[config.mk]
export PLATFORM = sky130hd
export DESIGN_NAME = nnAccel
export DESIGN_NICKNAME = d
export VERILOG_FILES = /design/src/hw/nnPkg.sv /design/src/hw/nnAccel.sv /design/src/hw/apbRegs.sv /design/src/hw/denseLayer.sv /design/src/hw/neuron.sv
export VERILOG_INCLUDE_DIRS = /design/src /design/src/include
export SDC_FILE = /design/constraint.sdc
export NUM_CORES = 2
export LEC_CHECK = 0
export ABC_AREA = 1
export BUFFER_PORTS_ARGS = -buffer_cell sky130_fd_sc_hd__buf_2
export CAP_MARGIN = 20
export CORE_MARGIN = 2
export CORE_UTILIZATION = 52
export DETAILED_ROUTE_END_ITERATION = 16
export PLACE_DENSITY = 0.68
export SLEW_MARGIN = 10
export SYNTH_ARGS = -nofsm -noshare
export SYNTH_HDL_FRONTEND = slang
export SYNTH_SLANG_ARGS = --single-unit
export TNS_END_PERCENT = 1
[constraint.sdc]
create_clock -name clk -period 10.75 [get_ports clk]
set_input_delay 1.075 -clock clk [delete_from_list [all_inputs] [get_ports clk]]
set_output_delay 1.075 -clock clk [all_outputs]
set_load 0.03 [all_outputs]
[src/include/nn_config.svh]
`ifndef NN_CONFIG_SVH
`define NN_CONFIG_SVH

// layer shape
`define NN_INPUTS 8
`define NN_NEURONS 4

// APB bus widths
`define APB_ADDR_W 12
`define APB_DATA_W 32

// register byte offsets
`define REG_CTRL 12'h000
`define REG_STATUS 12'h004
`define REG_ACT_BASE 12'h010
`define REG_RESULT 12'h020
`define REG_WEIGHT_BASE 12'h040

// each neuron owns weight words followed by one bias word
`define REG_NEURON_STRIDE 12'h010

`endif
[src/hw/nnPkg.sv]
`default_nettype none

`include "nn_config.svh"

package nnPkg;

	typedef logic signed [7:0] act_t;
	typedef logic signed [7:0] weight_t;
	typedef logic [7:0] nodeOut_t;

	typedef act_t [`NN_INPUTS-1:0] actVec_t;
	typedef weight_t [`NN_INPUTS-1:0] weightVec_t;

	typedef struct packed {
		weightVec_t weights;
		weight_t bias;
	} neuronParams_t;

	typedef neuronParams_t [`NN_NEURONS-1:0] layerParams_t;

	// neuron 0 sits in the low byte
	typedef nodeOut_t [`NN_NEURONS-1:0] layerOut_t;

	typedef logic [`APB_ADDR_W-1:0] apbAddr_t;
	typedef logic [`APB_DATA_W-1:0] apbData_t;

	typedef struct packed {
		logic psel;
		logic penable;
		logic pwrite;
		apbAddr_t paddr;
		apbData_t pwdata;
	} apbReq_t;

	typedef struct packed {
		apbData_t prdata;
		logic pready;
		logic pslverr;
	} apbRsp_t;

	typedef enum logic {
		IDLE,
		RUN
	} ctrlState_t;

endpackage

`default_nettype wire

[src/hw/nnAccel.sv]
`timescale 1ns/1ns
`default_nettype none

module nnAccel
	import nnPkg::*;
(
	input logic clk,
	input logic reset,
	input apbReq_t apbIn,
	output apbRsp_t apbOut
);

	actVec_t acts;
	layerParams_t params;
	layerOut_t results;
	logic start;
	logic valid;

	// host side register file and controller
	apbRegs regs (
		.clk(clk),
		.reset(reset),
		.apbIn(apbIn),
		.apbOut(apbOut),
		.acts(acts),
		.params(params),
		.start(start),
		.results(results),
		.valid(valid)
	);

	denseLayer layer (
		.clk(clk),
		.reset(reset),
		.start(start),
		.acts(acts),
		.params(params),
		.results(results),
		.valid(valid)
	);

endmodule

`default_nettype wire

[src/hw/apbRegs.sv]
`timescale 1ns/1ns
`default_nettype none

`include "nn_config.svh"

module apbRegs
	import nnPkg::*;
(
	input logic clk,
	input logic reset,
	input apbReq_t apbIn,
	output apbRsp_t apbOut,
	output actVec_t acts,
	output layerParams_t params,
	output logic start,
	input layerOut_t results,
	input logic valid
);

	ctrlState_t state;
	logic busy;
	logic done;
	layerOut_t resultReg;

	logic access;
	logic wrEn;
	logic hit;
	logic slvErr;
	apbData_t rdData;

	logic selCtrl;
	logic selStatus;
	logic selResult;
	logic [`NN_INPUTS/4-1:0] selAct;
	logic [`NN_NEURONS-1:0][`NN_INPUTS/4-1:0] selWeight;
	logic [`NN_NEURONS-1:0] selBias;

	assign access = apbIn.psel && apbIn.penable;

	// address decode; misaligned addresses match nothing
	assign selCtrl = (apbIn.paddr == `REG_CTRL);
	assign selStatus = (apbIn.paddr == `REG_STATUS);
	assign selResult = (apbIn.paddr == `REG_RESULT);

	always_comb
	begin
		selAct = '0;
		selWeight = '0;
		selBias = '0;
		for (int w = 0; w < `NN_INPUTS / 4; w++)
		begin
			selAct[w] = (apbIn.paddr == apbAddr_t'(`REG_ACT_BASE + 4 * w));
		end
		for (int n = 0; n < `NN_NEURONS; n++)
		begin
			for (int w = 0; w < `NN_INPUTS / 4; w++)
			begin
				selWeight[n][w] = (apbIn.paddr ==
					apbAddr_t'(`REG_WEIGHT_BASE + n * `REG_NEURON_STRIDE + 4 * w));
			end
			// bias word follows the last weight word
			selBias[n] = (apbIn.paddr ==
				apbAddr_t'(`REG_WEIGHT_BASE + n * `REG_NEURON_STRIDE + `NN_INPUTS));
		end
	end

	assign hit = selCtrl || selStatus || selResult || (|selAct) || (|selWeight) || (|selBias);

	// status and result are read only
	assign slvErr = !hit || (apbIn.pwrite && (selStatus || selResult));
	assign wrEn = access && apbIn.pwrite && !slvErr;

	// read mux, ctrl reads as zero
	always_comb
	begin
		rdData = '0;
		if (selStatus)
		begin
			rdData[1:0] = {busy, done};
		end
		if (selResult)
		begin
			rdData = apbData_t'(resultReg);
		end
		for (int w = 0; w < `NN_INPUTS / 4; w++)
		begin
			if (selAct[w])
			begin
				rdData = acts[4 * w +: 4];
			end
		end
		for (int n = 0; n < `NN_NEURONS; n++)
		begin
			for (int w = 0; w < `NN_INPUTS / 4; w++)
			begin
				if (selWeight[n][w])
				begin
					rdData = params[n].weights[4 * w +: 4];
				end
			end
			if (selBias[n])
			begin
				rdData[7:0] = params[n].bias;
			end
		end
	end

	assign apbOut = '{prdata: rdData, pready: 1'b1, pslverr: access && slvErr};

	// activation, weight and bias registers
	always_ff @(posedge clk)
	begin
		if (reset)
		begin
			acts <= '0;
			params <= '0;
		end
		else if (wrEn)
		begin
			for (int w = 0; w < `NN_INPUTS / 4; w++)
			begin
				if (selAct[w])
				begin
					acts[4 * w +: 4] <= apbIn.pwdata;
				end
			end
			for (int n = 0; n < `NN_NEURONS; n++)
			begin
				for (int w = 0; w < `NN_INPUTS / 4; w++)
				begin
					if (selWeight[n][w])
					begin
						params[n].weights[4 * w +: 4] <= apbIn.pwdata;
					end
				end
				if (selBias[n])
				begin
					params[n].bias <= apbIn.pwdata[7:0];
				end
			end
		end
	end

	// evaluation controller, a start while running is dropped
	always_ff @(posedge clk)
	begin
		if (reset)
		begin
			state <= IDLE;
			start <= 1'b0;
			done <= 1'b0;
			resultReg <= '0;
		end
		else
		begin
			start <= 1'b0;
			case (state)
				IDLE:
				begin
					if (wrEn && selCtrl && apbIn.pwdata[0])
					begin
						start <= 1'b1;
						done <= 1'b0;
						state <= RUN;
					end
				end
				RUN:
				begin
					if (valid)
					begin
						resultReg <= results;
						done <= 1'b1;
						state <= IDLE;
					end
				end
				default:
				begin
					state <= IDLE;
				end
			endcase
		end
	end

	assign busy = (state == RUN);

	enableNeedsSel: assert property (
		@(posedge clk) disable iff (reset)
		apbIn.penable |-> apbIn.psel
	);

	// layer latency must land inside the run window
	validOnlyInRun: assert property (
		@(posedge clk) disable iff (reset)
		valid |-> (state == RUN)
	);

endmodule

`default_nettype wire

[src/hw/denseLayer.sv]
`timescale 1ns/1ns
`default_nettype none

`include "nn_config.svh"

module denseLayer
	import nnPkg::*;
(
	input logic clk,
	input logic reset,
	input logic start,
	input actVec_t acts,
	input layerParams_t params,
	output layerOut_t results,
	output logic valid
);

	// one bit per neuron pipeline stage
	logic [2:0] validPipe;

	// activations are broadcast, each neuron gets its own weights and bias
	for (genvar n = 0; n < `NN_NEURONS; n++)
	begin : genNeuron
		neuron node (
			.clk(clk),
			.reset(reset),
			.acts(acts),
			.params(params[n]),
			.result(results[n])
		);
	end

	always_ff @(posedge clk)
	begin
		if (reset)
		begin
			validPipe <= '0;
		end
		else
		begin
			validPipe <= {validPipe[1:0], start};
		end
	end

	assign valid = validPipe[2];

	validInReset: assert property (
		@(posedge clk)
		reset |=> !valid
	);

endmodule

`default_nettype wire

[src/hw/neuron.sv]
`timescale 1ns/1ns
`default_nettype none

`include "nn_config.svh"

module neuron
	import nnPkg::*;
(
	input logic clk,
	input logic reset,
	input actVec_t acts,
	input neuronParams_t params,
	output nodeOut_t result
);

	actVec_t actsReg;
	act_t sumNext;
	act_t sumReg;

	// stage 1, activations captured every cycle
	always_ff @(posedge clk)
	begin
		actsReg <= acts;
	end

	// low byte of each product, summed with the bias modulo 256
	always_comb
	begin
		sumNext = params.bias;
		for (int i = 0; i < `NN_INPUTS; i++)
		begin
			sumNext = sumNext + act_t'(actsReg[i] * params.weights[i]);
		end
	end

	// stage 2 holds the biased sum, stage 3 the ReLU output
	always_ff @(posedge clk)
	begin
		if (reset)
		begin
			sumReg <= '0;
			result <= '0;
		end
		else
		begin
			sumReg <= sumNext;
			if (sumReg[7] == 1'b0)
			begin
				result <= nodeOut_t'(sumReg);
			end
			else
			begin
				result <= '0;
			end
		end
	end

	// a negative sum must come out as zero one stage later
	reluClamp: assert property (
		@(posedge clk) disable iff (reset)
		sumReg[7] |=> (result == '0)
	);

endmodule

`default_nettype wire

# Word level (Yosys, flattened, before mapping)
# Index checks and enable logic that the tools add are counted.
dict set report classes {
  n_reduce_logical 41
  add_sub_neg 32
  eq_ne 18
  muxes 22
  bitwise 1
  n_mul 32
}
# op n
set op_table {}
lappend op_table {{$mux 32} 11}
lappend op_table {{$add 8x8->8} 32}
lappend op_table {{$mul 8x8->8} 32}
lappend op_table {{$eq 12x7->1 const B} 12}
lappend op_table {{$mux 8} 4}
lappend op_table {{$reduce_and 2->1} 16}
lappend op_table {{$eq 12x5->1 const B} 2}
lappend op_table {{$eq 12x3->1 const B} 1}
lappend op_table {{$eq 12x6->1 const B} 1}
lappend op_table {{$logic_not 12->1} 1}
lappend op_table {{$reduce_or 2->1} 6}
lappend op_table {{$reduce_or 8->1} 1}
lappend op_table {{$logic_and 1x1->1} 7}
lappend op_table {{$logic_or 1x1->1} 7}
lappend op_table {{$mux 1} 4}
lappend op_table {{$ne 2x1->1 const B} 2}
lappend op_table {{$pmux 1 s2} 2}
lappend op_table {{$reduce_or 4->1} 1}
lappend op_table {{$logic_not 1->1} 2}
lappend op_table {{$mux 2} 1}
lappend op_table {{$not 1->1} 1}
dict set report word_totals {
  register_bits 518
  out_inout_bits 34
  wordCells 218
}

# Longest topological paths before layout
dict set report depth {
  word_depth 17
  mapped_depth 39
}

# Cells and area by module
# Synthesis repeated with hierarchy kept, for this count alone.
dict set report unflattened {
  hier_cells 9227
  area_unflattened_um2 64553.2
}
# module area_per_inst_um2 cells_each instances
set by_module_without_submodules {}
lappend by_module_without_submodules {apbRegs 19105.8 3121 1}
lappend by_module_without_submodules {{neuron (layer.genNeuron[3].node)} 11355.9 1543 1}
lappend by_module_without_submodules {{neuron (layer.genNeuron[1].node)} 11347.1 1518 1}
lappend by_module_without_submodules {{neuron (layer.genNeuron[0].node)} 11340.9 1517 1}
lappend by_module_without_submodules {{neuron (layer.genNeuron[2].node)} 11320.9 1519 1}
lappend by_module_without_submodules {denseLayer 82.6 9 1}

# Least setup slack after synthesis
# No wires, ideal clock.
dict set report synth_path {
  kind {register -> register}
  start {reg, netlist name layer.genNeuron[0].node.actsReg[59]}
  end {reg layer.genNeuron[3].node.sumReg[7]}
  period_less_slack_ns 7.544
  setup_time_ns 0.072
  stages_incl_launch_ff 35
  arrival_time_ns 7.472
  t_required_ns 10.678
  path_slack_ns 3.206
  path_cell_list {dfxtp_1 > clkbuf_1 > clkbuf_1 > nand2_1 > fa_1 > inv_1 > fa_1 > inv_1 > fa_1 > fa_1 > inv_1 > fa_1 > inv_1 > fa_1 > inv_1 > fa_1 > fa_1 > fa_1 > inv_1 > fa_1 > inv_1 > ha_1 > inv_1 > o31ai_1 > xor2_1 > nand3_1 > nand2_1 > inv_1 > nand2_1 > nand2_1 > nand2_1 > inv_1 > nor2_1 > nand2_1 > a21oi_1}
}
# element line
set synth_lines {}
lappend synth_lines {{end signal: assignment} neuron.sv:46} ;# sumReg <= sumNext;
lappend synth_lines {{end: declaration} neuron.sv:18} ;# act_t sumReg;

==> results_dict.tcl <==
set metrics [dict create \
    status "completed" \
    holdPathEnd "layer.genNeuron[0].node.actsReg[37]" \
    seq_area_mm2 0.01021 \
    critPathLaunchType "flop" \
    ctsHoldBuffers 0 \
    synth_ff_type "dfxtp_1" \
    holdPathStages 0 \
    dr_total_vias 50730 \
    criticalPathCategory "flop to flop" \
    synthesis.nets 9278 \
    powerDensity_mw_per_mm2 71.52 \
    tns_ps 0 \
    drc 0 \
    ios 83 \
    grt_max_degree 87 \
    routed_wl_mm 241.2 \
    seqPwrFrac_pct 41.5 \
    reg2reg_slack_ps 2200 \
    p_comb_share_pct 3.0 \
    min_from "regs.acts[37]" \
    p_leak_nw 34.20 \
    cts_tree "built" \
    worstSetupEndpointType "flop" \
    dieArea_mm2 0.1182 \
    grt_usage_pct 41.24 \
    postRouteAntennaNets 0 \
    vias_per_cell 5.384 \
    whs_ps 329.8 \
    clock_sinks 510 \
    netlist_area_mm2 0.06004 \
    power_switching_mw 1.204 \
    nFillCells 11036 \
    cp_slowest_cell "dfxtp_1" \
    p_int_mw 3.349 \
    worstPathMaxFanout 16 \
    max_stage_delay_ps 1140 \
    required_ps 11290 \
    fin_crit_sh_pct 79.55 \
    start_util_pct 52.44 \
    reg2regPathDepth 30 \
    setup-violations-final 0 \
    synth_cell_types 50 \
    yosys_warnings 0 \
    clkLatencyLatePin_ps 690 \
    ir_drop_uv 106.5 \
    finClkSkew_ps 50.05 \
    fin_crit_ps 8552 \
    core_region_area_mm2 0.1145 \
    r2r-end "layer.genNeuron[1].node.sumReg[7]" \
    die_w_um 343.8 \
    worst_pin_slew_ps 1243 \
    crit-reg2reg-launch "layer.genNeuron[0].node.actsReg[60]" \
    drive_gt1_share_pct 8.190 \
    drv_slew 0 \
    hold_class "flop to flop" \
    ctsHtreeMaxLevel 3 \
    area_growth_pct 6.019 \
    die_height_um 343.8 \
    wire_per_inst_um 25.60 \
    ctsResizeCount 0 \
    grt_setup_unrepaired "false" \
    path_clk_slew_ps 60 \
    antenna_found_initial 14 \
    num_rows 124 \
    dp_hpwl_mm 191.5 \
    p_clk_share_pct 55.5 \
    synth_edf_count 0 \
    avgSynthCellArea_um2 7.496 \
    ys_ff_latch 510 \
    finalHoldViolCount 0 \
    cts_post_setup_buffers_inserted 0 \
    clk_path_buf_depth 3 \
    cts_root_buffer "clkbuf_16" \
    nNetsFinal 9115 \
    grt_pass1_vias 50271 \
    max_freq_mhz 116.9 \
    grt_pass1_wl_mm 345.0 \
    portBuffers 81 \
    crit_top_cell "fa_1" \
    numCtsBuffers 68 \
    arrival_ps 9090 \
    firstDrtPassIters 7 \
    netlist_instances 8009 \
    drtIter0Drc 5453 \
    switching_share_pct 26.44 \
    grt-ovfl-total 0 \
    relSlewSlack_pct 17.02 \
    drv_cap 0 \
    multiInputGateArea_mm2 0.03986 \
    gp_congestion 1.051 \
    synth.yosys.seq_area_share_pct 17.01 \
    async_flop_share_pct 0 \
]
[cell usage after synthesis, types with 3 or more instances]
cell type / number / area [um2]
inv_1: 2149 / 8066
nand2_1: 1824 / 6847
fa_1: 616 / 12330
ha_1: 604 / 7557
nor2_1: 512 / 1922
dfxtp_1: 510 / 10210
clkbuf_1: 300 / 1126
a211oi_2: 288 / 3603
o21ai_0: 225 / 1126
xnor2_1: 224 / 1962
nand3_1: 187 / 935.9
xor2_1: 166 / 1454
a211oi_1: 64 / 480.5
a21oi_1: 45 / 225.2
buf_1: 37 / 138.9
buf_6: 33 / 371.6
buf_2: 28 / 140.1
nand3b_1: 26 / 195.2
or2_2: 26 / 162.7
o2111ai_1: 23 / 201.4
o211ai_1: 19 / 142.6
inv_2: 10 / 37.54
a31oi_1: 9 / 56.30
nand2_2: 9 / 56.30
nand2_8: 9 / 180.2
buf_4: 8 / 60.06
o22ai_1: 7 / 43.79
nand2b_1: 6 / 37.54
o21bai_1: 6 / 45.04
or2_1: 5 / 31.28
nand4_1: 4 / 25.02
nor2_2: 3 / 18.77
nor3_1: 3 / 15.01
[state kept, by name, indices dropped and copies added, names as in the netlist]
register,count
regs.params,288
layer.genNeuron.node.actsReg,64
regs.acts,64
layer.genNeuron.node.sumReg,32
layer.genNeuron.node.result,28
regs.resultReg,28
layer.validPipe,3
regs.busy,1
regs.done,1
regs.start,1
[worst max-delay path, delay by kind of cell, from the launching register on]
family | cells | cell delay (ps)
AOI/OAI and AO/OA | 1 | 40
adders and majority gates | 11 | 5620
DFF | 1 | 1140
buffers and inverters | 6 | 370
xor gates and xnor gates | 1 | 180
and+or+nand+nor | 11 | 1040
[power by group through the flow]
| stage | clock (mW) | sequential, mW | combinational (mW) |
|---|---|---|---|
| 6_report | 2.53 | 1.89 | 0.136 |
| 5_1_grt | 2.60 | 1.89 | 0.133 |
| 4_1_cts | 2.53 | 1.89 | 0.128 |
| 3_5_place_dp | 0 | 1.93 | 0.128 |
| 3_3_place_gp | 0 | 1.93 | 0.128 |
| 2_1_floorplan | 0 | 1.93 | 0.0597 |
[cell type report]
| type | count | area share (%) |
|---|---|---|
| diodes | 11 | 0.04324 |
| clock buffers | 88 | 2.980 |
| clock inverters | 36 | 0.8040 |
| inverters | 2161 | 12.74 |
| multi-input cells | 4929 | 62.62 |
| flip-flops and latches | 510 | 16.04 |
| well taps | 1512 | 2.972 |
| repair buffers | 176 | 1.793 |
[placed cells by master (no fill, tap or decap), types with 23 or more instances in the layout]
cell / synthesis / final
inv_1: 2149 / 2149
nand2_1: 1824 / 1821
fa_1: 616 / 616
ha_1: 604 / 604
nor2_1: 512 / 511
dfxtp_1: 510 / 510
a211oi_2: 288 / 288
o21ai_0: 225 / 225
xnor2_1: 224 / 224
nand3_1: 187 / 187
xor2_1: 166 / 166
buf_4: 8 / 94
buf_2: 28 / 80
clkbuf_16: 0 / 68
a211oi_1: 64 / 64
a21oi_1: 45 / 45
nand3b_1: 26 / 26
or2_2: 26 / 26
o2111ai_1: 23 / 23
[metrics by stage]
step / worst slack [ps] / total power, mW / utilization [%] / instances / cell area (um2)
after floorplan: 3206 / 1.991 / - / 8009 / 60040
after global placement: 2335 / 2.060 / 53.46 / 9288 / 61220
after detailed placement: 2358 / 2.060 / 53.46 / 9288 / 61220
after CTS: 2272 / 4.552 / 55.57 / 9412 / 63620
after global routing: 1921 / 4.626 / 55.57 / 9413 / 63630
final: 2198 / 4.552 / 55.59 / 9423 / 63650
[worst max-delay path by stage]
stage / start / endpoint / slack, ps / cells past startpoint
6_report: layer.genNeuron[0].node.actsReg[60] / layer.genNeuron[1].node.sumReg[7] / 2200 / 30
5_1_grt: layer.genNeuron[0].node.actsReg[60] / layer.genNeuron[1].node.sumReg[7] / 1920 / 33
4_1_cts: layer.genNeuron[0].node.actsReg[60] / layer.genNeuron[1].node.sumReg[7] / 2270 / 30
3_5_place_dp: layer.genNeuron[0].node.actsReg[60] / layer.genNeuron[1].node.sumReg[7] / 2360 / 30
3_3_place_gp: layer.genNeuron[0].node.actsReg[60] / layer.genNeuron[3].node.sumReg[7] / 2330 / 32
2_1_floorplan: layer.genNeuron[0].node.actsReg[59] / layer.genNeuron[3].node.sumReg[7] / 3210 / 34
[per-layer routing]
metal  global-route usage (%)  routed length, um
met3                    9.212              23400
met5                        0                 51
met2                    63.13             103300
met1                    49.74              89740
met4                    33.88              24700
[cell families after synthesis]
| kind of cell | Yosys count | synth area share (%) |
|---|---|---|
| other | 1 | 0.006246 |
| xor gates and xnor gates | 391 | 5.729 |
| AOI/OAI and AO/OA | 695 | 9.989 |
| and+or+nand+nor | 2622 | 17.52 |
| DFF | 510 | 17.01 |
| buffers and inverters | 2570 | 16.62 |
| adders and majority gates | 1220 | 33.13 |
Power figures use the tool's default switching activity.
